--- src/logic/softmax_pkg.sv ---
// ################################################
// Softmax package
// Default parameters, types and shared shift helper
// ################################################

package softmax_pkg;

  // Defaults for the top-level parameters
  localparam int unsigned DefM            = 8;
  localparam int unsigned DefN            = 4;
  localparam int unsigned DefNumDiv       = 2;
  localparam int unsigned DefSoftmaxShift = 2;

  localparam int unsigned WI            = 8;
  localparam int unsigned AccWidth      = 16;
  localparam int unsigned CntWidth      = 8;
  localparam int unsigned ReciprocalNum = 65535;
  localparam int unsigned ExpOne        = 256;

  typedef logic signed [WI-1:0] score_t;
  typedef logic [AccWidth-1:0]  acc_t;
  typedef logic [CntWidth-1:0]  cnt_t;

  typedef enum logic [1:0] {
    StepIdle,
    StepQk,
    StepAv
  } step_e;

  typedef enum logic [1:0] {
    DivIdle,
    DivBusy,
    DivDone
  } div_state_e;

  typedef struct packed {
    cnt_t seq_length;
    cnt_t tile_s;
  } ctrl_t;

  typedef struct packed {
    logic en;
    cnt_t addr;
  } buf_rd_t;

  typedef struct packed {
    logic en;
    cnt_t addr;
    acc_t data;
  } buf_wr_t;

  // Right shift, rounded up when the highest dropped bit is set
  function automatic logic [WI-1:0] round_shift(logic [WI-1:0] diff, int unsigned sh);
    logic [WI:0] ext;
    ext = {diff, 1'b0} >> sh;
    return ext[WI:1] + WI'(ext[0]);
  endfunction

endpackage

--- src/logic/softmax_row_buffers.sv ---
// ################################################
// Softmax row buffers
// Per-row max and sum or reciprocal storage
// ################################################

`timescale 1ns/1ns

module softmax_row_buffers #(
  parameter int unsigned M = softmax_pkg::DefM
) (
  input  logic                 clk_i,
  input  logic                 rst_ni,
  input  softmax_pkg::buf_rd_t max_rd_i,
  input  softmax_pkg::buf_wr_t max_wr_i,
  input  softmax_pkg::buf_rd_t sum_rd_i,
  input  softmax_pkg::buf_rd_t stream_rd_i,
  input  softmax_pkg::buf_wr_t stat_sum_wr_i,
  input  softmax_pkg::buf_wr_t div_sum_wr_i,
  output softmax_pkg::score_t  max_rd_data_o,
  output softmax_pkg::acc_t    sum_rd_data_o,
  output softmax_pkg::score_t  stream_max_o,
  output softmax_pkg::acc_t    stream_sum_o
);
  import softmax_pkg::*;

  localparam int unsigned AddrW = (M > 1) ? $clog2(M) : 1;

  score_t  max_mem [M];
  acc_t    sum_mem [M];
  buf_wr_t sum_wr;

  // Pipeline sums and divider reciprocals share one write port
  assign sum_wr = stat_sum_wr_i.en ? stat_sum_wr_i : div_sum_wr_i;

  always_ff @(posedge clk_i or negedge rst_ni) begin
    if (!rst_ni) begin
      for (int i = 0; i < M; i++) begin
        max_mem[i] <= '0;
        sum_mem[i] <= '0;
      end
      max_rd_data_o <= '0;
      sum_rd_data_o <= '0;
      stream_max_o  <= '0;
      stream_sum_o  <= '0;
    end else begin
      if (max_wr_i.en) begin
        max_mem[max_wr_i.addr[AddrW-1:0]] <= max_wr_i.data[WI-1:0];
      end
      if (sum_wr.en) begin
        sum_mem[sum_wr.addr[AddrW-1:0]] <= sum_wr.data;
      end
      if (max_rd_i.en) begin
        max_rd_data_o <= max_mem[max_rd_i.addr[AddrW-1:0]];
      end
      if (sum_rd_i.en) begin
        sum_rd_data_o <= sum_mem[sum_rd_i.addr[AddrW-1:0]];
      end
      if (stream_rd_i.en) begin
        stream_max_o <= max_mem[stream_rd_i.addr[AddrW-1:0]];
        stream_sum_o <= sum_mem[stream_rd_i.addr[AddrW-1:0]];
      end
    end
  end

  assert property (@(posedge clk_i) disable iff (!rst_ni)
    !(stat_sum_wr_i.en && div_sum_wr_i.en));

endmodule

--- config.mk ---
export PLATFORM = sky130hd
export DESIGN_NAME = softmax_row_buffers
export DESIGN_NICKNAME = d
export VERILOG_FILES = /design/src/logic/softmax_pkg.sv /design/src/logic/softmax_row_buffers.sv
export SDC_FILE = /design/constraint.sdc
export NUM_CORES = 1
export LEC_CHECK = 0
export BUFFER_PORTS_ARGS = -buffer_cell sky130_fd_sc_hd__buf_2
export CORE_MARGIN = 2
export CORE_UTILIZATION = 52
export CTS_CLUSTER_SIZE = 10
export DETAILED_ROUTE_END_ITERATION = 10
export HOLD_SLACK_MARGIN = 0.06
export MAX_ROUTING_LAYER = met4
export PLACE_DENSITY = 0.71
export SLEW_MARGIN = 20
export SYNTH_ARGS = -nofsm -noshare
export SYNTH_HDL_FRONTEND = slang
export SYNTH_SLANG_ARGS = --single-unit
export TNS_END_PERCENT = 20
--- constraint.sdc ---
create_clock -name clk_i -period 2.8 [get_ports clk_i]
set_clock_uncertainty 0.2 [all_clocks]
set_input_delay 0.56 -clock clk_i [delete_from_list [all_inputs] [get_ports clk_i]]
set_output_delay 0.56 -clock clk_i [all_outputs]
set_load 0.1 [all_outputs]
==> results.json <==
{
  "netSwitchingPower_uw": 4051,
  "fmax_mhz": 459.4,
  "wl_um": 33180,
  "drt-wirelength-per-cell_um": 23.04,
  "critical_path_buf_inv_count": 1,
  "dp_hpwl_um": 21070,
  "finalHoldViolCount": 0,
  "diodes": 0,
  "rows": 57,
  "required_ps": 2040,
  "synth_nets": 1101,
  "drive_gt1_share_pct": 37.37,
  "maxCapViolCount": 0,
  "tightest_slew_ps": 735.3,
  "io_buffer_count": 113,
  "p_clk_share_pct": 27.1,
  "vias_per_cell": 6.119,
  "start_util_pct": 52.84,
  "cp.arrival_ps": 1420,
  "swShare_pct": 34.48,
  "pwr-share-comb_pct": 30.2,
  "drtPass1Iterations": 5,
  "grt_max_degree": 72,
  "hold_class": "input pin to flip-flop",
  "slowest_stage": "buf_2",
  "grt_pass1_vias": 9288,
  "path_clk_slew_ps": 50,
  "synthToLayoutAreaGrowth_pct": 15.08,
  "critPathKind": "flip-flop to output pin",
  "p_leak_uw": 0.006761,
  "cp_max_fo": 2,
  "crit_path_start_kind": "flip-flop",
  "relSlewSlack_pct": 50.98,
  "final_nets": 1216,
  "vdd_drop_max_mv": 0.5231,
  "path_cells": "buf_2",
  "numCtsBuffers": 28,
  "period_needed_ps": 2177,
  "h-tree-depth": 1,
  "fill_cells": 1942,
  "cts_sinks": 240,
  "drc_errors": 0,
  "drtAntennaViolNets": 0,
  "route.vias.total": 8811,
  "synth_area_per_cell_um2": 12.89,
  "coreArea_um2": 24320,
  "multi_input_area_um2": 6422,
  "fp.dieW_um": 161.2,
  "p_int_uw": 7698,
  "period_share_pct": 77.73,
  "power_density_nw_per_um2": 794.5,
  "track_usage_pct": 26.83,
  "yosys_warnings": 0,
  "die_area_um2": 25980,
  "max_stage_delay_ps": 470,
  "dieHeight_um": 161.2,
  "grt_overflow_total": 0,
  "cts_tree": "done",
  "cts_buffer_depth": 3,
  "ios": 152,
  "final_util_pct": 60.81,
  "grt_pass1_wl_um": 52810,
  "gp_congestion": 0.8155,
  "ys_ff_latch": 240,
  "netlist_area_um2": 12850,
  "yosysUniqueCellTypes": 29,
  "clkLatencyLatePin_ps": 530,
  "cp_top_family": "buffers and inverters",
  "fin_tns_setup_ps": 0,
  "cts_root_buf": "clkbuf_16",
  "regArea_um2": 6006,
  "setup_viol": 0,
  "syn_inst": 997,
  "drt_iter0_markers": 667,
  "power.share.sequential_pct": 42.7,
  "status": "completed",
  "slew_viol_final": 0,
  "yosysSeqAreaShare_pct": 46.74,
  "antenna_found_initial": 0,
  "endpoint_kind": "output pin",
  "rsz0062_at_grt": "false"
}
[placed cells by master, fill, tap and decap left out]
master	netlist	final
dfrtp_1	240	240
mux2_2	168	168
mux2i_1	144	144
buf_2	22	110
nor2b_1	99	98
nand3_1	49	49
a22oi_1	48	48
a211o_1	48	48
a41o_1	48	48
mux2_4	40	40
buf_4	1	32
clkbuf_16	0	29
buf_12	4	19
a22oi_4	6	6
nand2b_1	5	5
or3b_1	3	3
nand3b_1	3	3
nand4b_1	3	3
clkbuf_1	41	3
nand2_1	2	2
a22oi_2	2	2
nor2_1	3	2
nor3_2	2	2
nor3b_2	2	2
or3_1	1	1
nand3b_2	1	1
or3b_4	1	1
nor2b_2	0	1
nor2_2	0	1
nand4_1	1	1
clkinvlp_4	0	1
clkbuf_8	0	1
dlygate4sd3_1	0	1
buf_8	0	1
[sequential cells by signal, indices dropped and copies added (netlist names)]
| name | count |
|---|---|
| sum_mem | 128 |
| stream_max_o | 8 |
| sum_rd_data_o | 16 |
| stream_sum_o | 16 |
| max_rd_data_o | 8 |
| max_mem | 64 |
[routing by layer]
metal	wire length (um)	GRT usage, %	vias up
met2	15740	42.80	270
met3	1806	3.493	55
li1	-	-	3967
met4	655	6.615	0
met1	14980	36.76	4519
met5	0	-	-
[stage by stage]
step	instance area, um2	setup slack (ps)	hold WS, ps	power [uW]	std cells
6_report	14790	623.5	164.8	11750	1440
5_1_grt	14790	618.4	160.5	12310	1440
4_1_cts	14790	630.9	151.4	11800	1440
3_5_place_dp	14020	264.4	304.6	8599	1405
3_3_place_gp	14020	296.5	299.6	8470	1405
2_1_floorplan	12850	521.9	64.41	7720	997
[worst paths after layout]
path,end,slack (ps),startpoint,depth (start not counted)
setup / recovery,stream_max_o[6],620,stream_max_o[6],1
hold / removal,max_mem[11],160,max_wr_i[3],2
setup reg to reg,sum_rd_data_o[6],1460,sum_mem[54],3
hold reg to reg,max_mem[28],320,max_mem[28],1
max in group asynchronous,max_mem[52],1210,rst_ni,3
min in group asynchronous,sum_mem[56],400,rst_ni,2
[area by class of cell]
type                            count  area share, %
Timing Repair Buffer              163          8.089
Tap cell                          324          2.741
Sequential cell                   240          40.61
Clock buffer                       33          5.077
Multi-Input combinational cell    679          43.43
Clock inverter                      1        0.05077
[cells by family after synthesis]
kind of cell           Yosys count  synth area share [%]
AO/OA/AOI/OAI                  152                 11.00
buffers and inverters           78                 3.320
multiplexers                   352                 30.61
flip-flops                     240                 46.74
AND/OR/NAND/NOR                175                 8.325
[power groups by stage]
stage | Combinational (uW) | Sequential, uW | Clock [uW]
final | 3550 | 5020 | 3190
after global routing | 3780 | 5130 | 3390
after CTS | 3560 | 5000 | 3240
after detailed placement | 3550 | 5050 | 0
after global placement | 3470 | 5000 | 0
after floorplan | 1850 | 5870 | 0
[Yosys cell counts]
library cell,n,share of area (%)
nand4_1,1,0.049
nand3b_1,3,0.18
nor2b_1,99,4.8
mux2_2,168,15
nand4b_1,3,0.20
clkbuf_1,41,1.2
or3_1,1,0.049
dfrtp_1,240,47
nor3_2,2,0.16
nand3_1,49,1.9
or3b_1,3,0.20
mux2i_1,144,11
a22oi_2,2,0.19
nand2b_1,5,0.24
nor2_1,3,0.088
a211o_1,48,3.3
buf_4,1,0.058
nand2_1,2,0.058
a22oi_1,48,2.8
nand3b_2,1,0.088
buf_1,5,0.15
a22oi_4,6,0.99
mux2_4,40,4.7
buf_2,22,0.86
nor3b_2,2,0.19
a41o_1,48,3.7
buf_6,5,0.44
or3b_4,1,0.088
buf_12,4,0.62
[timing repair]
item / 4_1_cts / 5_1_grt
setup buffers: 0 / 0
resized for setup: 0 / 0
endpoints found under the hold margin: 67 / 0
setup endpoints to repair: 0 / 0
hold buffers: 1 / 0
(Power assumes the default switching activity.)
