**src/logic/softmax_pkg.sv**
```systemverilog
// ################################################
// Softmax package
// Default parameters, types and shared shift helper
// ################################################

package softmax_pkg;

  // Defaults for the top-level parameters
  localparam int unsigned DefM            = 8;
  localparam int unsigned DefN            = 4;
  localparam int unsigned DefNumDiv       = 2;
  localparam int unsigned DefSoftmaxShift = 2;

  localparam int unsigned WI            = 8;
  localparam int unsigned AccWidth      = 16;
  localparam int unsigned CntWidth      = 8;
  localparam int unsigned ReciprocalNum = 65535;
  localparam int unsigned ExpOne        = 256;

  typedef logic signed [WI-1:0] score_t;
  typedef logic [AccWidth-1:0]  acc_t;
  typedef logic [CntWidth-1:0]  cnt_t;

  typedef enum logic [1:0] {
    StepIdle,
    StepQk,
    StepAv
  } step_e;

  typedef enum logic [1:0] {
    DivIdle,
    DivBusy,
    DivDone
  } div_state_e;

  typedef struct packed {
    cnt_t seq_length;
    cnt_t tile_s;
  } ctrl_t;

  typedef struct packed {
    logic en;
    cnt_t addr;
  } buf_rd_t;

  typedef struct packed {
    logic en;
    cnt_t addr;
    acc_t data;
  } buf_wr_t;

  // Right shift, rounded up when the highest dropped bit is set
  function automatic logic [WI-1:0] round_shift(logic [WI-1:0] diff, int unsigned sh);
    logic [WI:0] ext;
    ext = {diff, 1'b0} >> sh;
    return ext[WI:1] + WI'(ext[0]);
  endfunction

endpackage

```
**src/logic/softmax_stream.sv**
```systemverilog
// ################################################
// Softmax stream stage
// Normalizes one score row per request
// ################################################

`timescale 1ns/1ns

module softmax_stream #(
  parameter int unsigned M            = softmax_pkg::DefM,
  parameter int unsigned SoftmaxShift = softmax_pkg::DefSoftmaxShift
) (
  input  logic                               clk_i,
  input  logic                               rst_ni,
  input  softmax_pkg::ctrl_t                 ctrl_i,
  input  logic                               stream_en_i,
  input  softmax_pkg::score_t [M-1:0]        stream_scores_i,
  input  softmax_pkg::cnt_t                  stream_inner_tile_i,
  input  softmax_pkg::cnt_t                  stream_tile_y_i,
  input  softmax_pkg::score_t                max_i,
  input  softmax_pkg::acc_t                  sum_i,
  output softmax_pkg::buf_rd_t               rd_o,
  output logic [M-1:0][softmax_pkg::WI-1:0]  stream_o,
  output logic                               stream_valid_o
);
  import softmax_pkg::*;

  cnt_t           row_q, row_s_q, inner_q, tile_y_q;
  score_t [M-1:0] scores_q;
  logic           valid_q, row_off;

  assign rd_o           = '{en: stream_en_i, addr: row_q};
  assign stream_valid_o = valid_q;
  assign row_off        = (tile_y_q * M + row_s_q) >= ctrl_i.seq_length;

  always_ff @(posedge clk_i or negedge rst_ni) begin
    if (!rst_ni) begin
      row_q   <= '0;
      valid_q <= 1'b0;
    end else begin
      valid_q <= stream_en_i;
      if (stream_en_i) begin
        row_q <= (row_q == cnt_t'(M - 1)) ? '0 : row_q + 1'b1;
      end
    end
  end

  always_ff @(posedge clk_i) begin
    if (stream_en_i) begin
      row_s_q  <= row_q;
      scores_q <= stream_scores_i;
      inner_q  <= stream_inner_tile_i;
      tile_y_q <= stream_tile_y_i;
    end
  end

  for (genvar i = 0; i < M; i++) begin : g_lane
    logic [WI-1:0] sh;
    acc_t          scaled;
    logic          col_off;

    assign col_off = (inner_q * M + i) >= ctrl_i.seq_length;
    assign sh      = round_shift(max_i - scores_q[i], SoftmaxShift);
    assign scaled  = sum_i >> sh;
    // Saturate to the 8-bit output range
    assign stream_o[i] = (!valid_q || row_off || col_off) ? '0 :
                         (|scaled[AccWidth-1:WI]) ? '1 : scaled[WI-1:0];
  end

endmodule

```
**config.mk**
```make
export PLATFORM = sky130hd
export DESIGN_NAME = softmax_stream
export DESIGN_NICKNAME = d
export VERILOG_FILES = /design/src/logic/softmax_pkg.sv /design/src/logic/softmax_stream.sv
export SDC_FILE = /design/constraint.sdc
export NUM_CORES = 1
export LEC_CHECK = 0
export BUFFER_PORTS_ARGS = -buffer_cell sky130_fd_sc_hd__buf_2
export CORE_UTILIZATION = 56
export DETAILED_ROUTE_END_ITERATION = 7
export GPL_TIMING_DRIVEN = 0
export PLACE_DENSITY = 0.91
export SYNTH_ARGS = -nofsm -noshare
export SYNTH_HDL_FRONTEND = slang
export SYNTH_SLANG_ARGS = --single-unit
```
**constraint.sdc**
```tcl
create_clock -name clk_i -period 5.6 [get_ports clk_i]
set_clock_uncertainty 0.05 [all_clocks]
set_input_delay 1.12 -clock clk_i [delete_from_list [all_inputs] [get_ports clk_i]]
set_output_delay 1.12 -clock clk_i [all_outputs]
set_load 0.01 [all_outputs]
```
==> reports/qor.csv <==
stage,metric,value,unit
run_status,status,"complete, no violations",
timing,Final Cycle Share,99.75,%
placed_design,hpwl dp,28750,um
placed_design,placed inst area,13630,um^2
die,starting density of the core,57.85,%
clocking,latest clock arrival within the worst-skew pair,0.35,ns
die,Die Span X,150.5,um
layout,antenna cells,0,
timing,Highest Clock Rate,179.0,MHz
layout,"Design Area, Final",14730,um^2
clocking,TritonCTS clock tree,built,
power_and_ir_drop,Max rail drop VDD,0.2447,mV
layout,share of layout cells above drive strength 1,24.19,%
route,final WL,39210,um
power_and_ir_drop,Tot Pwr,5436,uW
timing,final hold violation count,0,
flow_run,Max-Cap Viols,0,
worst_setup_path,buffers and inverters on the worst path,6,
die,Core Region,21350,um^2
grt,largest net degree at the start of global routing,71,
timing,final setup TNS,0,ns
timing,fin. max-slew vios,0,
worst_setup_path,cell mode on critical path,buf_4,
grt,first-pass GRT wire length,59930,um
die,io pins,197,
worst_setup_path,Critical-path top delay cell,fa_2,
worst_setup_path,crit-path max FO,8,
power_and_ir_drop,combinational power share,72.0,%
clocking,number of buffers created by CTS,9,
worst_setup_path,CP peak stage delay,0.37,ns
worst_setup_path,"Critical Path, Cell by Cell","buf_12, buf_4, nor2b_4, inv_1, fa_2, xor2_1, ha_2, ha_4, clkbuf_4, mux2i_2, nand2_1, o21ai_2, and4b_1, o211ai_1, buf_4, a21oi_1, o22ai_1, a41o_1, buf_2",
layout,"commonest non-fill, non-tap cell in the layout",buf_2,
timing,endpoints failing setup,0,
yosys,count of cell types in the netlist,90,
placed_design,routability cong.,1.008,
timing,fin crit period,5.586,ns
clocking,CTS max path bufs,2,
yosys,post-synthesis sequential area ratio,23.22,%
clocking,H-tree levels,3,
route,post-DR vias/cell,6.485,
power_and_ir_drop,Clk pwr share,10.4,%
worst_setup_path,CP required,4.43,ns
worst_setup_path,kind of critical path,in -> out,
placed_design,IO buf count,181,
yosys,Synth Register Bits,97,
power_and_ir_drop,Internal,2818,uW
grt,total grt overflow,0,
worst_setup_path,FF-to-FF setup slack,4.14,ns
clocking,root buffer cell,clkbuf_16,
worst_setup_path,CP Launch Type,primary input,
die,Die Y,150.5,um
yosys,average size of a mapped cell,8.295,um^2
die,cell row count,53,
clocking,clock sinks,97,
clocking,Clock transition at path regs,0.06,ns
yosys,Post-synth EDFFs,88,
timing,Rel. slew slack,38.85,%
route,drt drc,0,
hold_path,Hold Crit Class,reg -> reg,
grt,GR Util All Layers,33.72,%
timing,Worst-Margin Slew,0.9173,ns
yosys,syn nets,1705,
layout,highest-count cells in the layout ignoring fill and taps,"buf_2 (190), nand2_1 (162), a21oi_1 (120)",
clocking,cts hold-fix bufs,0,
worst_setup_path,Setup crit end kind,output pin,
power_and_ir_drop,Pleak,0.006385,uW
worst_setup_path,Arrival @ worst endpoint,4.42,ns
power_and_ir_drop,Flop pwr share,17.6,%
worst_setup_path,family with the most delay on the worst path,adder cells,
power_and_ir_drop,PD cells,369.0,nW/um^2
route,DRT iter0 DRCs,1161,
route,routed via count,12828,
route,Avg WL per Cell,19.82,um
yosys,post-synthesis instance total,1489,
yosys,Most used DFF post-synth,edfxtp_1,
layout,nets,1914,
grt,initial antenna violation count,0,
yosys,synth warn,0,
grt,vias in the first global route,12037,
layout,Area Overhead vs Synth,19.27,%
yosys,synthesized area,12350,um^2
die,DIE AREA,22650,um^2
timing,RSZ-0062 raised after global routing,yes,
power_and_ir_drop,Switch Pwr,2617,uW
route,DR pass1 iterations,6,
route,Routed Antenna Nets,0,
yosys,Post-synth ARST share,9.278,%
power_and_ir_drop,Net Sw Frac,48.15,%
sequential cells by signal (all words and copies together) (netlist names):
name and cells:
row_q 8, scores_q 64, stream_valid_o 1, row_s_q 8, inner_q 8, tile_y_q 8
repair_timing:
| action | CTS | global route |
|---|---|---|
| setup buffers | 8 | 17 |
| pin swaps | 12 | 25 |
| gates resized for setup | 75 | 86 |
| setup endpoints to repair | 64 | 51 |
| hold endpoints to repair | 0 | 0 |
power by group through the flow:
stage / clock, uW / combinational [uW] / sequential, uW
after floorplan: 0 / 2590 / 966
after global placement: 0 / 3250 / 965
after detailed placement: 0 / 3320 / 971
after CTS: 570 / 3540 / 958
after global routing: 589 / 4220 / 969
final: 563 / 3910 / 958
stage by stage:
| stage | utilization [%] | hold slack (ns) | worst slack [ns] | std cells |
|---|---|---|---|---|
| floorplan | - | 0.4747 | 0.1747 | 1489 |
| global placement | 63.70 | 0.4338 | -0.8816 | 1945 |
| detailed placement | 63.84 | 0.4439 | -0.8983 | 1946 |
| CTS | 66.63 | 0.4573 | -0.02480 | 1962 |
| global route | 68.99 | 0.4779 | -0.1091 | 1978 |
| finish | 68.99 | 0.4567 | 0.01386 | 1978 |
cells in the mapped netlist (13+ instances only):
cell      instances  share of area (%)
o21ai_0          49                2.0
a21o_1           26                1.6
mux4_2           16                2.9
nand3_1          41                1.7
mux2i_1         113                9.2
a21oi_1         133                5.4
edfxtp_1         88                 21
nand2_1         162                4.9
inv_1            87                2.6
o21ai_1          32                1.3
xnor2_1          38                2.7
nor3_1           36                1.5
ha_1             84                8.5
a221oi_1         13               0.92
o22ai_1          19               0.96
mux2_2           38                3.5
nor2_1          104                3.2
xor2_1           31                2.2
clkbuf_1         71                2.2
and3_1           17               0.86
nor2b_1          19               0.96
o211ai_1         15               0.91
a211oi_1         31                1.9
worst paths after layout:
| check | from | end | depth (start not counted) |
|---|---|---|---|
| worst min-delay path | row_q[6] | row_s_q[6] | 0 |
| worst max-delay path | max_i[0] | stream_o[49] | 19 |
| worst max register to register | row_q[4] | row_q[0] | 3 |
| worst min register to register | row_q[6] | row_s_q[6] | 0 |
| max in group asynchronous | rst_ni | row_q[4] | 1 |
| min in group asynchronous | rst_ni | stream_valid_o | 1 |
logic make-up (layout without fill, tap and decap cells):
| family | after synthesis | count (layout) | share of synthesized area (%) |
|---|---|---|---|
| mux | 172 | 172 | 16.01 |
| xor+xnor | 73 | 73 | 5.419 |
| compound gates | 409 | 409 | 21.72 |
| fa+ha+maj | 93 | 93 | 9.968 |
| flops | 97 | 97 | 23.22 |
| simple gates | 461 | 461 | 17.89 |
| buf+inv | 184 | 398 | 5.774 |
cell type report:
| class | instances | area (um^2) |
|---|---|---|
| Multi-Input combinational cell | 1208 | 9355 |
| Fill cell | 1662 | 6621 |
| Sequential cell | 97 | 2868 |
| Timing Repair Buffer | 207 | 1156 |
| Buffer | 85 | 409.1 |
| Tap cell | 275 | 344.1 |
| Inverter | 90 | 337.8 |
| Clock buffer | 15 | 257.7 |
| Clock inverter | 1 | 3.754 |
routing by layer:
metal	routed length (um)	track usage, %
met1	15210	41.96
met2	18110	55.32
met3	4231	8.030
met4	1662	15.00
met5	0	0
(Power assumes the default switching activity.)
