===== src/logic/softmax_pkg.sv =====
// ################################################
// Softmax package
// Default parameters, types and shared shift helper
// ################################################

package softmax_pkg;

  // Defaults for the top-level parameters
  localparam int unsigned DefM            = 8;
  localparam int unsigned DefN            = 4;
  localparam int unsigned DefNumDiv       = 2;
  localparam int unsigned DefSoftmaxShift = 2;

  localparam int unsigned WI            = 8;
  localparam int unsigned AccWidth      = 16;
  localparam int unsigned CntWidth      = 8;
  localparam int unsigned ReciprocalNum = 65535;
  localparam int unsigned ExpOne        = 256;

  typedef logic signed [WI-1:0] score_t;
  typedef logic [AccWidth-1:0]  acc_t;
  typedef logic [CntWidth-1:0]  cnt_t;

  typedef enum logic [1:0] {
    StepIdle,
    StepQk,
    StepAv
  } step_e;

  typedef enum logic [1:0] {
    DivIdle,
    DivBusy,
    DivDone
  } div_state_e;

  typedef struct packed {
    cnt_t seq_length;
    cnt_t tile_s;
  } ctrl_t;

  typedef struct packed {
    logic en;
    cnt_t addr;
  } buf_rd_t;

  typedef struct packed {
    logic en;
    cnt_t addr;
    acc_t data;
  } buf_wr_t;

  // Right shift, rounded up when the highest dropped bit is set
  function automatic logic [WI-1:0] round_shift(logic [WI-1:0] diff, int unsigned sh);
    logic [WI:0] ext;
    ext = {diff, 1'b0} >> sh;
    return ext[WI:1] + WI'(ext[0]);
  endfunction

endpackage


===== src/logic/softmax_div_dispatch.sv =====
// ################################################
// Softmax division dispatch
// Sum FIFO feeding serial dividers round-robin
// ################################################

`timescale 1ns/1ns

module softmax_div_dispatch #(
  parameter int unsigned M      = softmax_pkg::DefM,
  parameter int unsigned NumDiv = softmax_pkg::DefNumDiv
) (
  input  logic                 clk_i,
  input  logic                 rst_ni,
  input  logic                 push_i,
  input  softmax_pkg::acc_t    push_data_i,
  output softmax_pkg::buf_wr_t sum_wr_o,
  output logic                 done_o
);
  import softmax_pkg::*;

  localparam int unsigned FifoAw = (M > 1) ? $clog2(M) : 1;
  localparam int unsigned PtrW   = (NumDiv > 1) ? $clog2(NumDiv) : 1;

  acc_t              fifo_mem [M];
  acc_t              fifo_head;
  logic [FifoAw-1:0] head_q, tail_q;
  logic [FifoAw:0]   used_q;
  logic              fifo_full, fifo_empty, pop, collect;
  logic [PtrW-1:0]   rd_ptr_q, wr_ptr_q;
  cnt_t              wr_addr_q;

  logic [NumDiv-1:0] div_valid_in, div_ready_in, div_valid_out, div_ready_out;
  acc_t [NumDiv-1:0] div_quot;

  assign fifo_head  = fifo_mem[head_q];
  assign fifo_full  = (used_q == M);
  assign fifo_empty = (used_q == '0);
  assign pop        = !fifo_empty && div_ready_out[rd_ptr_q];
  assign collect    = div_valid_out[wr_ptr_q];

  // Issue and collection both follow the round-robin order
  always_comb begin
    div_valid_in           = '0;
    div_ready_in           = '0;
    div_valid_in[rd_ptr_q] = !fifo_empty;
    div_ready_in[wr_ptr_q] = 1'b1;
  end

  always_ff @(posedge clk_i or negedge rst_ni) begin
    if (!rst_ni) begin
      head_q    <= '0;
      tail_q    <= '0;
      used_q    <= '0;
      rd_ptr_q  <= '0;
      wr_ptr_q  <= '0;
      wr_addr_q <= '0;
    end else begin
      used_q <= used_q + push_i - pop;
      if (push_i) begin
        tail_q <= (tail_q == FifoAw'(M - 1)) ? '0 : tail_q + 1'b1;
      end
      if (pop) begin
        head_q   <= (head_q == FifoAw'(M - 1)) ? '0 : head_q + 1'b1;
        rd_ptr_q <= (rd_ptr_q == PtrW'(NumDiv - 1)) ? '0 : rd_ptr_q + 1'b1;
      end
      if (collect) begin
        wr_ptr_q  <= (wr_ptr_q == PtrW'(NumDiv - 1)) ? '0 : wr_ptr_q + 1'b1;
        wr_addr_q <= done_o ? '0 : wr_addr_q + 1'b1;
      end
    end
  end

  always_ff @(posedge clk_i) begin
    if (push_i) begin
      fifo_mem[tail_q] <= push_data_i;
    end
  end

  for (genvar k = 0; k < NumDiv; k++) begin : g_div
    softmax_serial_div u_div (
      .clk_i      (clk_i),
      .rst_ni     (rst_ni),
      .valid_i    (div_valid_in[k]),
      .divisor_i  (fifo_head),
      .ready_i    (div_ready_in[k]),
      .ready_o    (div_ready_out[k]),
      .valid_o    (div_valid_out[k]),
      .quotient_o (div_quot[k])
    );
  end

  assign sum_wr_o = '{en: collect, addr: wr_addr_q, data: div_quot[wr_ptr_q]};
  // Last reciprocal of the pass
  assign done_o   = collect && (wr_addr_q == cnt_t'(M - 1));

  assert property (@(posedge clk_i) disable iff (!rst_ni) push_i |-> !fifo_full);

endmodule


===== src/logic/softmax_serial_div.sv =====
// ################################################
// Softmax serial divider
// Restoring divide of the reciprocal constant
// ################################################

`timescale 1ns/1ns

module softmax_serial_div (
  input  logic              clk_i,
  input  logic              rst_ni,
  input  logic              valid_i,
  input  softmax_pkg::acc_t divisor_i,
  input  logic              ready_i,
  output logic              ready_o,
  output logic              valid_o,
  output softmax_pkg::acc_t quotient_o
);
  import softmax_pkg::*;

  localparam int unsigned BitW = $clog2(AccWidth);

  div_state_e      state_q;
  logic [BitW-1:0] bit_q;
  acc_t            divisor_q, quot_q, rem_q;
  logic [AccWidth:0] trial;

  assign ready_o    = (state_q == DivIdle);
  assign valid_o    = (state_q == DivDone);
  assign quotient_o = quot_q;
  // Next dividend bit shifts from the top of the quotient register
  assign trial      = {rem_q, quot_q[AccWidth-1]};

  always_ff @(posedge clk_i or negedge rst_ni) begin
    if (!rst_ni) begin
      state_q <= DivIdle;
      bit_q   <= '0;
    end else begin
      case (state_q)
        DivIdle: begin
          if (valid_i) begin
            state_q <= DivBusy;
            bit_q   <= '0;
          end
        end
        DivBusy: begin
          bit_q <= bit_q + 1'b1;
          if (bit_q == BitW'(AccWidth - 1)) begin
            state_q <= DivDone;
          end
        end
        DivDone: begin
          if (ready_i) begin
            state_q <= DivIdle;
          end
        end
        default: state_q <= DivIdle;
      endcase
    end
  end

  always_ff @(posedge clk_i) begin
    if (ready_o && valid_i) begin
      divisor_q <= divisor_i;
      quot_q    <= acc_t'(ReciprocalNum);
      rem_q     <= '0;
    end else if (state_q == DivBusy) begin
      if (trial >= {1'b0, divisor_q}) begin
        rem_q  <= acc_t'(trial - {1'b0, divisor_q});
        quot_q <= {quot_q[AccWidth-2:0], 1'b1};
      end else begin
        rem_q  <= trial[AccWidth-1:0];
        quot_q <= {quot_q[AccWidth-2:0], 1'b0};
      end
    end
  end

endmodule


===== config.mk =====
export PLATFORM = sky130hd
export DESIGN_NAME = softmax_div_dispatch
export DESIGN_NICKNAME = d
export VERILOG_FILES = /design/src/logic/softmax_pkg.sv /design/src/logic/softmax_div_dispatch.sv /design/src/logic/softmax_serial_div.sv
export SDC_FILE = /design/constraint.sdc
export NUM_CORES = 1
export LEC_CHECK = 0
export BUFFER_PORTS_ARGS = -buffer_cell sky130_fd_sc_hd__buf_2
export CAP_MARGIN = 20
export CORE_MARGIN = 5
export CORE_UTILIZATION = 25
export DETAILED_ROUTE_END_ITERATION = 8
export GPL_TIMING_DRIVEN = 0
export HOLD_SLACK_MARGIN = 0.05
export SYNTH_ARGS = -nofsm -noshare
export SYNTH_HDL_FRONTEND = slang
export SYNTH_SLANG_ARGS = --single-unit
export TNS_END_PERCENT = 100

===== constraint.sdc =====
create_clock -name clk_i -period 2.9 [get_ports clk_i]
set_input_delay 0.29 -clock clk_i [delete_from_list [all_inputs] [get_ports clk_i]]
set_output_delay 0.29 -clock clk_i [all_outputs]
set_load 0.05 [all_outputs]

==> results of run 1 <==
registers in the layout, summed over array words and instances, names as in the netlist, 4 cells and up:
signal and count:
wr_addr_q 8, fifo_mem 128, g_div.u_div.quotient_o 32, g_div.u_div.rem_q 32, g_div.u_div.bit_q 8, used_q 4
g_div.u_div.state_q 4, g_div.u_div.divisor_q 32
per-layer routing:
layer / vias up / wire (microns) / track usage / share of wire
met5: - / 0 / 0 / 0
met4: 0 / 440 / 0.0227 / 0.016
met1: 3998 / 13200 / 0.151 / 0.47
met2: 200 / 12900 / 0.166 / 0.46
li1: 3896 / - / - / -
met3: 33 / 1560 / 0.0203 / 0.055
what timing repair did:
action	CTS	global route
setup endpoints to repair	4	12
hold buffers	18	0
pin swaps	0	0
hold endpoints to repair	163	0
gates cloned	1	0
buffers inserted	1	0
gates resized for setup	5	6
per-stage QoR:
step	utilization	total power [W]
5_1_grt	0.300	0.0184
4_1_cts	0.300	0.0173
3_5_place_dp	0.275	0.0135
6_report	0.300	0.0172
2_1_floorplan	-	0.0113
3_3_place_gp	0.272	0.0132
worst min-delay path by stage:
stage	to	startpoint	slack [ns]	cells after the start
final	tail_q[0]	rst_ni	0.38	2
after floorplan	g_div[0].u_div.bit_q[0]	rst_ni	-0.006	0
after global routing	head_q[2]	rst_ni	0.46	2
after global placement	tail_q[2]	rst_ni	0.45	1
after CTS	used_q[0]	rst_ni	0.40	2
after detailed placement	tail_q[0]	rst_ni	0.46	1
power groups by stage:
stage	sequential (W)	clock, W	combinational (W)
after floorplan	0.00554	0	0.00578
after CTS	0.00567	0.00377	0.00782
after global placement	0.00572	0	0.00751
final	0.00568	0.00367	0.00784
after global routing	0.00579	0.00392	0.00866
after detailed placement	0.00574	0	0.00774
logic make-up after synthesis:
group,count (synthesis),share of synthesized area
simple gates,282,0.117
flops,256,0.579
compound gates,202,0.110
buf+inv,99,0.0334
mux,68,0.0944
fa+ha+maj,47,0.0513
xor+xnor,21,0.0155
synthesized netlist by cell type, types with 5 or more instances:
| cell type | n |
|---|---|
| a21oi_1 | 57 |
| mux2_2 | 34 |
| a41oi_1 | 5 |
| nand4_1 | 15 |
| inv_1 | 51 |
| buf_2 | 6 |
| a21o_1 | 12 |
| edfxtp_1 | 160 |
| dfrtp_1 | 32 |
| nand3_1 | 55 |
| o211ai_1 | 12 |
| nand2_1 | 46 |
| mux4_2 | 32 |
| ha_1 | 44 |
| and3_1 | 14 |
| or3_1 | 10 |
| nand2b_1 | 11 |
| nand3b_1 | 5 |
| o2111ai_1 | 7 |
| dfxtp_1 | 64 |
| nor2_1 | 84 |
| or4_1 | 6 |
| xor2_1 | 10 |
| clkbuf_1 | 33 |
| a31oi_1 | 8 |
| xnor2_1 | 11 |
| nor2b_1 | 8 |
| a211oi_1 | 9 |
| a311o_1 | 5 |
| nor3_1 | 13 |
| o21ai_0 | 48 |
layout make-up:
class	count	share of cell area
sequential	256	0.484
multi-input combinational	620	0.328
clock buffer	37	0.0558
tap	615	0.0540
timing repair buffer	72	0.0376
inverter	52	0.0148
buffer	45	0.0138
clock inverter	11	0.0120
timing repair inverter	1	0.000351
antenna	1	0.000176
==> results_tabular.tex, run 1 <==
\begin{tabular}{lr}
\hline
Metric & Value \\
\hline
\multicolumn{2}{l}{\textbf{STA}} \\
Final-layout setup total negative slack & 0 ns \\
Total count of hold-check failures in the final report & 0 \\
Setup repair after global routing missed its margin & false \\
Max-slew headroom & 0.371 \\
Final critical delay including setup and external delays & 2.82 ns \\
Final setup vio count & 0 \\
Maximum clock skew at final layout & 0.0327 ns \\
Post-route worst hold slack & 0.378 ns \\
Achievable frequency & 355 MHz \\
Fraction of the cycle the final worst path needs & 0.972 \\
Slew at the pin closest to its max-slew limit & 0.938 ns \\
Least setup slack across all paths after layout & 0.0816 ns \\
Number of slew-limit violations in the final report & 0 \\
\multicolumn{2}{l}{\textbf{Critical path}} \\
Crit-path max FO & 9 \\
Data arrival at the endpoint of the critical path & 3.24 ns \\
Worst Reg-to-Reg Cells & 8 \\
Reg2reg setup slack & 0.08 ns \\
Worst reg2reg endpoint & g\_div[1].u\_div.rem\_q[7] \\
Worst flop-to-flop path startpoint & g\_div[1].u\_div.divisor\_q[11] \\
Critical path class & flop to flop \\
Combined buffer and inverter count along the critical path & 1 \\
Series of cell instances along the critical path & inv\_1 > ha\_1 > nand3\_1 > nand2b\_1 > o31ai\_1 > o31a\_1 > nor2\_1 > a311o\_1 \\
Cell type group with the largest total delay on the critical path & compound AO/OA/AOI/OAI gates \\
Kind of end point of the critical path & flop \\
Slowest CP cell & o31ai\_1 \\
Maximum cell stage delay along the critical path & 0.48 ns \\
Timing startpoint of the critical path & g\_div[1].u\_div.divisor\_q[11] \\
Data required, critical path & 3.32 ns \\
Number of cells on the critical path & 8 \\
Startpoint class of the critical path & flop \\
Worst setup endpoint & g\_div[1].u\_div.rem\_q[7] \\
\multicolumn{2}{l}{\textbf{Die}} \\
X dimension of the die & 228 microns \\
Die Height & 228 microns \\
Starting utilization of the core area & 0.251 \\
Overall die area & 52,100 sq um \\
Standard-cell row count & 80 \\
I/O pin count & 45 \\
Core Footprint & 47,400 sq um \\
\multicolumn{2}{l}{\textbf{Synth}} \\
Net count after synthesis & 1,041 \\
Synthesis warning total & 0 \\
Post-synth ARST share & 0.125 \\
Mapped Avg Cell Area & 12.2 sq um \\
Library cell occupying the most area in the post-synthesis netlist & edfxtp\_1 \\
Largest cells by area after synthesis & edfxtp\_1 (40\%), dfxtp\_1 (11\%), dfrtp\_1 (6.7\%) \\
Post-Synthesis Cells & 975 \\
Post-synth top flop & edfxtp\_1 \\
Fraction of the yosys area taken by sequential cells & 0.579 \\
Number of enable-type register cells in the synthesized netlist & 160 \\
Area share of the largest cell type after synthesis & 0.404 \\
Post-Syn Area & 11,900 sq um \\
Count of different cell masters after synthesis & 71 \\
\#FFs+latches synth & 256 \\
\multicolumn{2}{l}{\textbf{Pwr}} \\
Combinational share of power & 0.456 \\
Sequential power share & 0.330 \\
Switching power & 0.00686 W \\
Clock share of power & 0.214 \\
Worst vdd rail ir drop & 0.617 mV \\
Int Pwr & 0.0103 W \\
Cell leakage power & 5.30 nW \\
Switching portion of total power & 0.399 \\
Total power density per cell area & 1210 nW/um\^{}2 \\
\multicolumn{2}{l}{\textbf{Placement}} \\
Total instance count after detailed placement & 1,643 \\
Post-place instance area & 13,100 sq um \\
Post-placement worst setup slack & -0.461 ns \\
Routability Congestion & 0.869 \\
Number of buffer cells added on primary ports & 44 \\
HPWL Detailed & 19,800 microns \\
\multicolumn{2}{l}{\textbf{Routing}} \\
Total detailed-routing wirelength & 28,100 microns \\
Per-cell via count in the routed design & 4.75 \\
Average detailed-routed wire length per instance & 16.4 microns \\
DRC violation total after the first TritonRoute iteration & 676 \\
Routed Antenna Nets & 0 \\
DRC errors left & 0 \\
Detailed-routing iteration count for the pre-antenna-repair pass & 5 \\
DR vias & 8,127 \\
\multicolumn{2}{l}{\textbf{Layout}} \\
Leading cell type in the layout, fill and taps excluded & edfxtp\_1 \\
Most used cells in the layout excluding fill and tap cells & edfxtp\_1 (160), nor2\_1 (77), dfxtp\_1 (64) \\
Number of standard cells in the final layout excluding fillers & 1,710 \\
FF/Latch Area & 6890 sq um \\
Area used by multi-input combinational logic & 4670 sq um \\
Final net count & 1,140 \\
Area growth, synth to finish & 19.6\% \\
Layout fillers & 4,828 \\
Fraction of layout instances using a drive strength above 1 & 0.180 \\
Area of all placed cells without fillers & 14,200 sq um \\
\multicolumn{2}{l}{\textbf{Status}} \\
Run status & finished clean \\
\multicolumn{2}{l}{\textbf{Global route}} \\
Global-route wire length before repair & 44,600 microns \\
GR Overflow Total & 0 \\
Vias in the first global route & 7,834 \\
Global routing usage summed across all routing layers & 0.105 \\
Antenna violations before repair & 1 \\
Maximum number of pins on one net before global-route repair & 33 \\
\multicolumn{2}{l}{\textbf{CTS}} \\
H-tree lvl count & 1 \\
CTS tree & built \\
Insertion delay of the later-clocked pin in the worst-skew pair & 0.56 ns \\
Clock sink count & 256 \\
Number of CTS-inserted buffers & 26 \\
Clock root buffer & clkbuf\_16 \\
Clock Tree Buf Depth & 3 \\
CTS clk-pin slew, worst paths & 0.06 ns \\
\multicolumn{2}{l}{\textbf{Job}} \\
Maximum capacitance violations & 0 \\
\multicolumn{2}{l}{\textbf{Worst hold path}} \\
Worst min path class & input pin to async pin \\
\hline
\end{tabular}
Power figures use the tool's default switching activity.
==> inputs of run 2 (changes only) <==
Settings changed: PLACE_DENSITY from default to 0.42, SLEW_MARGIN from default to 20.
==> run 2 against run 1 <==
Highest routed layer unchanged; first-iteration DRC count down 26%; core utilization decreased by 0.071 points; largest cell class unchanged; clock power is essentially flat; final area shrank 0.24%; via count down 1.7%; cell count increased by 0.18%; die area unchanged.
==> results_tabular.tex, run 2 (same netlist as run 1, synthesis figures left out) <==
\begin{tabular}{lr}
\hline
Metric & Value \\
\hline
\multicolumn{2}{l}{\textbf{Global route}} \\
Antenna violations before repair & 0 (-1) \\
Global routing usage summed across all routing layers & 0.116 (+0.0113) \\
Maximum number of pins on one net before global-route repair & 33 (unchanged) \\
Global-route wire length before repair & 48,500 microns (+9.0\%) \\
GR Overflow Total & 0 (unchanged) \\
Vias in the first global route & 8,086 (+3.2\%) \\
\multicolumn{2}{l}{\textbf{STA}} \\
Final critical delay including setup and external delays & 2.71 ns (-0.105 ns) \\
Total count of hold-check failures in the final report & 0 (unchanged) \\
Maximum clock skew at final layout & 0.0273 ns (-0.00537 ns) \\
Number of slew-limit violations in the final report & 0 (unchanged) \\
Achievable frequency & 369 MHz (+3.9\%) \\
Max-slew headroom & 0.378 (+0.00621) \\
Post-route worst hold slack & 0.364 ns (-0.0138 ns) \\
Slew at the pin closest to its max-slew limit & 0.933 ns (-0.00421 ns) \\
Final setup vio count & 0 (unchanged) \\
Setup repair after global routing missed its margin & true \\
Fraction of the cycle the final worst path needs & 0.936 (-0.0363) \\
\multicolumn{2}{l}{\textbf{Die}} \\
X dimension of the die & 228 microns (unchanged) \\
Overall die area & 52,100 sq um (unchanged) \\
Core Footprint & 47,400 sq um (unchanged) \\
Starting utilization of the core area & 0.251 (unchanged) \\
Standard-cell row count & 80 (unchanged) \\
I/O pin count & 45 (unchanged) \\
Die Height & 228 microns (unchanged) \\
\multicolumn{2}{l}{\textbf{Routing}} \\
DRC violation total after the first TritonRoute iteration & 503 (-26\%) \\
DR vias & 7,990 (-1.7\%) \\
Routed Antenna Nets & 0 (unchanged) \\
DRC errors left & 0 (unchanged) \\
Average detailed-routed wire length per instance & 17.9 microns (+8.9\%) \\
Total detailed-routing wirelength & 30,600 microns (+9.1\%) \\
Per-cell via count in the routed design & 4.66 (-1.9\%) \\
Detailed-routing iteration count for the pre-antenna-repair pass & 4 (-1) \\
\multicolumn{2}{l}{\textbf{Pwr}} \\
Combinational share of power & 0.460 (+0.004) \\
Total power density per cell area & 1220 nW/um\^{}2 (+0.69\%) \\
Clock share of power & 0.211 (-0.003) \\
Switching portion of total power & 0.406 (+0.00747) \\
Cell leakage power & 5.27 nW (-0.59\%) \\
Worst vdd rail ir drop & 0.532 mV (-14\%) \\
Int Pwr & 0.0103 W (-0.80\%) \\
Sequential power share & 0.329 (about the same) \\
Switching power & 0.00702 W (+2.3\%) \\
Power after layout & 0.0173 W (+0.45\%) \\
\multicolumn{2}{l}{\textbf{Layout}} \\
Count of antenna diodes in the layout & 0 (-1) \\
Leading cell type in the layout, fill and taps excluded & edfxtp\_1 \\
FF/Latch Area & 6890 sq um (unchanged) \\
Layout fillers & 4,875 (+0.97\%) \\
Area used by multi-input combinational logic & 4710 sq um (+0.94\%) \\
Most used cells in the layout excluding fill and tap cells & edfxtp\_1 (160), nor2\_1 (77), dfxtp\_1 (64) \\
Top register by number of flip-flops & fifo\_mem \\
Max FFs per register & 128 (unchanged) \\
Fraction of layout instances using a drive strength above 1 & 0.183 (+0.00299) \\
Final net count & 1,141 (+0.088\%) \\
Area growth, synth to finish & 19.4\% \\
Number of standard cells in the final layout excluding fillers & 1,713 (+0.18\%) \\
\multicolumn{2}{l}{\textbf{Status}} \\
Run status & finished clean \\
\multicolumn{2}{l}{\textbf{CTS}} \\
CTS tree & built \\
Insertion delay of the later-clocked pin in the worst-skew pair & 0.57 ns (about the same) \\
CTS clk-pin slew, worst paths & 0.06 ns (about the same) \\
Clock root buffer & clkbuf\_16 \\
Clock sink count & 256 (unchanged) \\
Number of CTS-inserted buffers & 29 (+12\%) \\
H-tree lvl count & 1 (unchanged) \\
Clock Tree Buf Depth & 3 (unchanged) \\
\multicolumn{2}{l}{\textbf{Job}} \\
Maximum capacitance violations & 0 (unchanged) \\
\multicolumn{2}{l}{\textbf{Placement}} \\
HPWL Detailed & 21,100 microns (+6.2\%) \\
Routability Congestion & 0.757 (-13\%) \\
Total instance count after detailed placement & 1,639 (-0.24\%) \\
Number of buffer cells added on primary ports & 44 (unchanged) \\
\multicolumn{2}{l}{\textbf{Critical path}} \\
Critical path class & flop to flop \\
Data required, critical path & 3.34 ns (+0.02 ns) \\
Startpoint class of the critical path & flop \\
Data arrival at the endpoint of the critical path & 3.15 ns (-0.09 ns) \\
Crit-path max FO & 9 (unchanged) \\
Kind of end point of the critical path & flop \\
\multicolumn{2}{l}{\textbf{Worst hold path}} \\
Worst min path class & input pin to async pin \\
\hline
\end{tabular}
-- run 2: worst paths after layout --
check                                     endpoint                    start  cells after the start  slack, ns
hold reg to reg            g_div[1].u_div.bit_q[3]  g_div[1].u_div.bit_q[3]                      1       0.48
max in group asynchronous  g_div[0].u_div.bit_q[0]                   rst_ni                      2       1.95
setup reg to reg           g_div[1].u_div.rem_q[5]  g_div[1].u_div.rem_q[3]                      8       0.19
setup / recovery           g_div[1].u_div.rem_q[5]  g_div[1].u_div.rem_q[3]                      8       0.19
min in group clk_i         g_div[1].u_div.bit_q[3]  g_div[1].u_div.bit_q[3]                      1       0.48
hold / removal                           tail_q[1]                   rst_ni                      2       0.36
-- run 2: routing by layer --
| metal | global-route usage | routed length (microns) | up-vias |
|---|---|---|---|
| li1 | - | - | 3902 |
| met2 | 0.192 | 14300 | 131 |
| met3 | 0.0175 | 984 | 40 |
| met4 | 0.0265 | 654 | 0 |
| met5 | 0 | 0 | - |
| met1 | 0.163 | 14700 | 3917 |
-- run 2: through the flow --
| step | util | setup WS [ns] | TNS (ns) | instance area, sq um |
|---|---|---|---|---|
| 3_5_place_dp | 0.274 | -0.576 | -1.67 | 13000 |
| 2_1_floorplan | - | 0.0653 | 0 | 11900 |
| 6_report | 0.299 | 0.187 | 0 | 14200 |
| 4_1_cts | 0.298 | 0.0183 | 0 | 14200 |
| 3_3_place_gp | 0.272 | -0.723 | -21.92 | 12900 |
| 5_1_grt | 0.299 | -0.00221 | -0.00221 | 14200 |
-- run 2: worst max-delay path, cell delays in order (launching register included) --
cell      delay, ns
dfxtp_1        0.35
ha_1           0.29
clkbuf_1       0.27
a21o_1         0.23
a31oi_1        0.09
a21oi_1        0.38
o31a_1         0.39
nor2_1         0.20
a311o_1        0.39
-- run 2: area by class of cell --
class	instances	area share
timing repair inverter	1	0.000352
sequential	256	0.485
tap	615	0.0542
buffer	45	0.0138
inverter	52	0.0149
timing repair buffer	70	0.0329
clock buffer	34	0.0553
clock inverter	20	0.0122
multi-input combinational	620	0.332
-- run 2: power groups by stage --
stage	registers, W	logic, W	clock network, W
final	0.00568	0.00795	0.00364
after global routing	0.00580	0.00886	0.00391
after CTS	0.00570	0.00799	0.00376
after detailed placement	0.00577	0.00790	0
after global placement	0.00578	0.00781	0
after floorplan	0.00554	0.00578	0
-- run 2: timing repair --
item	4_1_cts	5_1_grt
buffers inserted	1	2
setup endpoints to repair	4	26
hold buffers	18	0
pin swaps	0	3
gates resized for setup	6	9
endpoints found under the hold margin	164	0
cloned	1	0
==> inputs of run 3 (changes only) <==
Settings changed: ABC_AREA from default to 1.
==> run 3 against run 2 <==
Via count grew 14%; highest routed layer unchanged; hold slack worse by 0.27 ns; routed wire length grew 3.0%; count of clock-buffer cells in the layout is 13 higher; final area rose by 5.0%; setup slack gained 0.064 ns; critical endpoint is now used_q[2]; flip-flop and latch count stayed put; area after synthesis rose by 4.2%; first-iteration DRC count increased by 7.4%.
==> results_tabular.tex, run 3 <==
\begin{tabular}{lr}
\hline
Metric & Value \\
\hline
\multicolumn{2}{l}{\textbf{CTS}} \\
CTS clk-pin slew, worst paths & 0.05 ns (about the same) \\
Clock root buffer & clkbuf\_16 \\
H-tree lvl count & 2 (+1) \\
CTS tree & built \\
Clock sink count & 256 (unchanged) \\
Insertion delay of the later-clocked pin in the worst-skew pair & 0.54 ns (-0.03 ns) \\
Clock Tree Buf Depth & 3 (unchanged) \\
Number of CTS-inserted buffers & 34 (+17\%) \\
\multicolumn{2}{l}{\textbf{Critical path}} \\
Worst Reg-to-Reg Cells & 12 (+4) \\
Kind of end point of the critical path & flop \\
Worst reg2reg endpoint & used\_q[2] \\
Series of cell instances along the critical path & inv\_1 > ha\_1 > nand3\_1 > nand3\_1 > clkinvlp\_4 > nor2\_1 > inv\_1 > ha\_1 > inv\_1 > ha\_1 > fa\_1 > xor2\_1 \\
Crit-path max FO & 9 (unchanged) \\
Startpoint class of the critical path & flop \\
Data arrival at the endpoint of the critical path & 3.06 ns (-0.09 ns) \\
Worst flop-to-flop path startpoint & used\_q[2] \\
Number of cells on the critical path & 12 (+4) \\
Data required, critical path & 3.32 ns (-0.02 ns) \\
Combined buffer and inverter count along the critical path & 4 (+3) \\
Cell type group with the largest total delay on the critical path & adder cells \\
Maximum cell stage delay along the critical path & 0.38 ns (about the same) \\
Reg2reg setup slack & 0.25 ns (+0.06 ns) \\
Slowest CP cell & fa\_1 \\
Critical path class & flop to flop \\
\multicolumn{2}{l}{\textbf{Placement}} \\
Number of buffer cells added on primary ports & 44 (unchanged) \\
Total instance count after detailed placement & 2,059 (+26\%) \\
HPWL Detailed & 23,000 microns (+9.0\%) \\
Routability Congestion & 0.765 (+1.1\%) \\
Post-placement worst setup slack & -0.0832 ns (+0.492 ns) \\
\multicolumn{2}{l}{\textbf{Synth}} \\
Library cell occupying the most area in the post-synthesis netlist & edfxtp\_1 \\
Mapped Avg Cell Area & 9.23 sq um (-24\%) \\
Post-synth ARST share & 0.125 (unchanged) \\
\#FFs+latches synth & 256 (unchanged) \\
Largest family of logic cells by synthesized area & simple AND/OR/NAND/NOR gates \\
Count of different cell masters after synthesis & 47 (-34\%) \\
Area share of the largest cell type after synthesis & 0.388 (-0.0161) \\
Most common cell in the netlist & nand2\_1 \\
Post-synth top cells & nand2\_1 (284), inv\_1 (178), edfxtp\_1 (160) \\
Post-Synthesis Cells & 1,343 (+38\%) \\
Multiplexer area fraction after synthesis & 0 (-0.0944) \\
Largest cells by area after synthesis & edfxtp\_1 (39\%), dfxtp\_1 (10\%), nand2\_1 (8.6\%) \\
Simple-Gate Fraction of Synth Area & 0.210 (+0.0929) \\
Xor/xnor cell area share of the yosys netlist & 0.0162 (+0.000797) \\
Post-Syn Area & 12,400 sq um (+4.2\%) \\
Synth Area in Compound Gates & 0.0917 (-0.0184) \\
Fraction of the yosys area taken by sequential cells & 0.555 (-0.0231) \\
Synthesis warning total & 0 (unchanged) \\
Post-synth top flop & edfxtp\_1 \\
Adder-cell share of the synthesized area & 0.0492 (-0.00204) \\
Net count after synthesis & 1,409 (+35\%) \\
Number of enable-type register cells in the synthesized netlist & 160 (unchanged) \\
\multicolumn{2}{l}{\textbf{STA}} \\
Fraction of the cycle the final worst path needs & 0.913 (-0.0221) \\
Final-layout setup total negative slack & 0 ns (unchanged) \\
Post-route worst hold slack & 0.0956 ns (-0.269 ns) \\
Achievable frequency & 377 MHz (+2.4\%) \\
Total count of hold-check failures in the final report & 0 (unchanged) \\
Final critical delay including setup and external delays & 2.65 ns (-0.0641 ns) \\
Final setup vio count & 0 (unchanged) \\
Slew at the pin closest to its max-slew limit & 0.867 ns (-0.0662 ns) \\
Setup repair after global routing missed its margin & false \\
Least setup slack across all paths after layout & 0.251 ns (+0.0641 ns) \\
Number of slew-limit violations in the final report & 0 (unchanged) \\
Max-slew headroom & 0.422 (+0.0441) \\
Maximum clock skew at final layout & 0.0244 ns (-0.00294 ns) \\
\multicolumn{2}{l}{\textbf{Status}} \\
Run status & finished clean \\
\multicolumn{2}{l}{\textbf{Global route}} \\
Vias in the first global route & 9,376 (+16\%) \\
Maximum number of pins on one net before global-route repair & 33 (unchanged) \\
Global-route wire length before repair & 50,800 microns (+4.7\%) \\
GR Overflow Total & 0 (unchanged) \\
Antenna violations before repair & 0 (unchanged) \\
Global routing usage summed across all routing layers & 0.118 (+0.00193) \\
\multicolumn{2}{l}{\textbf{Layout}} \\
Leading cell type in the layout, fill and taps excluded & nand2\_1 \\
Area growth, synth to finish & 20.3\% \\
Area used by multi-input combinational logic & 4580 sq um (-2.9\%) \\
Fraction of layout instances using a drive strength above 1 & 0.138 (-0.0450) \\
Max FFs per register & 128 (unchanged) \\
Top register by number of flip-flops & fifo\_mem \\
Most used cells in the layout excluding fill and tap cells & nand2\_1 (284), inv\_1 (176), edfxtp\_1 (160) \\
Utilization of the core after routing & 0.305 (+0.00528) \\
FF/Latch Area & 6890 sq um (unchanged) \\
Final net count & 1,527 (+34\%) \\
Number of standard cells in the final layout excluding fillers & 2,149 (+25\%) \\
Count of antenna diodes in the layout & 0 (unchanged) \\
Layout fillers & 5,175 (+6.2\%) \\
\multicolumn{2}{l}{\textbf{Routing}} \\
DR vias & 9,076 (+14\%) \\
Detailed-routing iteration count for the pre-antenna-repair pass & 5 (+1) \\
Per-cell via count in the routed design & 4.22 (-9.5\%) \\
DRC errors left & 0 (unchanged) \\
Routed Antenna Nets & 0 (unchanged) \\
Average detailed-routed wire length per instance & 14.7 microns (-18\%) \\
Total detailed-routing wirelength & 31,600 microns (+3.0\%) \\
DRC violation total after the first TritonRoute iteration & 540 (+7.4\%) \\
\multicolumn{2}{l}{\textbf{Pwr}} \\
Total power density per cell area & 1280 nW/um\^{}2 (+4.9\%) \\
Cell leakage power & 6.44 nW (+22\%) \\
Worst vdd rail ir drop & 0.488 mV (-8.3\%) \\
\multicolumn{2}{l}{\textbf{Job}} \\
Maximum capacitance violations & 0 (unchanged) \\
\multicolumn{2}{l}{\textbf{Die}} \\
X dimension of the die & 233 microns (+2.0\%) \\
I/O pin count & 45 (unchanged) \\
Starting utilization of the core area & 0.253 (+0.00238) \\
Overall die area & 54,100 sq um (+4.0\%) \\
Die Height & 233 microns (+2.0\%) \\
Standard-cell row count & 81 (+1.3\%) \\
Core Footprint & 49,000 sq um (+3.2\%) \\
\multicolumn{2}{l}{\textbf{Worst hold path}} \\
Worst min path class & input pin to flop \\
Worst hold endpoint & fifo\_mem[4][10] \\
Hold path startpoint & push\_data\_i[10] \\
Worst hold path stage count & 1 \\
\hline
\end{tabular}
==> run 3: cell types whose count changed after synthesis, sizes merged, moves of 14 or more <==
cell   delta
nor2     +86
nand3    +17
inv     +135
nand2   +263
and3     -14
mux4     -32
a22oi    +28
a21oi    -32
o22ai    +20
o21ai    +51
mux2     -34
==> run 3: what timing repair did <==
item / CTS / global route
hold buffers: 15 / 0
pin swaps: 0 / 0
hold endpoints to repair: 136 / 0
setup buffers: 1 / 14
gates resized for setup: 1 / 1
endpoints found under the setup margin: 2 / 3
==> run 3: final cells by class <==
class                      count  share of cell area
timing repair buffer          82              0.0384
buffer                        46              0.0174
sequential                   256               0.462
tap                          664              0.0557
clock buffer                  47              0.0631
inverter                     187              0.0476
clock inverter                13             0.00939
multi-input combinational    854               0.307
==> run 3: report_power, final <==
group / internal (W) / switching, W
combinational: 0.00319 / 0.00632
clock: 0.00239 / 0.00160
sequential: 0.00503 / 0.000499
total: 0.0106 / 0.00842
==> run 3: kinds of logic (layout without fill, tap and decap cells) <==
family                     after synthesis  after routing
AOI/OAI and AO/OA                      198            198
adders and majority gates               47             47
buffers and inverters                  233            375
DFF                                    256            256
xor gates and xnor gates                23             23
and+or+nand+nor                        586            586
==> run 3: routing by layer <==
layer  wire, microns  GRT usage  share of wire  vias up
met5               0          0              0        -
li1                -          -              -     4680
met1           14900      0.156           0.47     4210
met3            1210     0.0204          0.038       47
met4             804     0.0367          0.025        0
met2           14700      0.199           0.46      139
==> run 3: worst max-delay path by stage <==
stage                 start            to  slack (ns)
3_3_place_gp      used_q[2]     used_q[2]       -0.04
6_report          used_q[2]     used_q[2]        0.25
3_5_place_dp      used_q[2]     used_q[1]       -0.08
4_1_cts           used_q[2]     used_q[1]        0.02
2_1_floorplan  wr_addr_q[0]  wr_addr_q[0]        0.53
5_1_grt           used_q[2]     used_q[2]        0.01
==> run 3: worst register-to-register path, stage by stage, from the launching register on <==
cell and delay [ns]:
dfrtp_1 0.35, inv_1 0.07, ha_1 0.15, nand3_1 0.19, nand3_1 0.21, clkinvlp_4 0.24, nor2_1 0.14, inv_1 0.12
ha_1 0.30, inv_1 0.04, ha_1 0.19, fa_1 0.38, xor2_1 0.15
==> run 3: metrics by stage <==
| step | area (sq um) | power [W] |
|---|---|---|
| final | 14900 | 0.0190 |
| after global routing | 14900 | 0.0208 |
| after CTS | 14800 | 0.0193 |
| after detailed placement | 13600 | 0.0151 |
| after global placement | 13500 | 0.0151 |
| after floorplan | 12400 | 0.0125 |
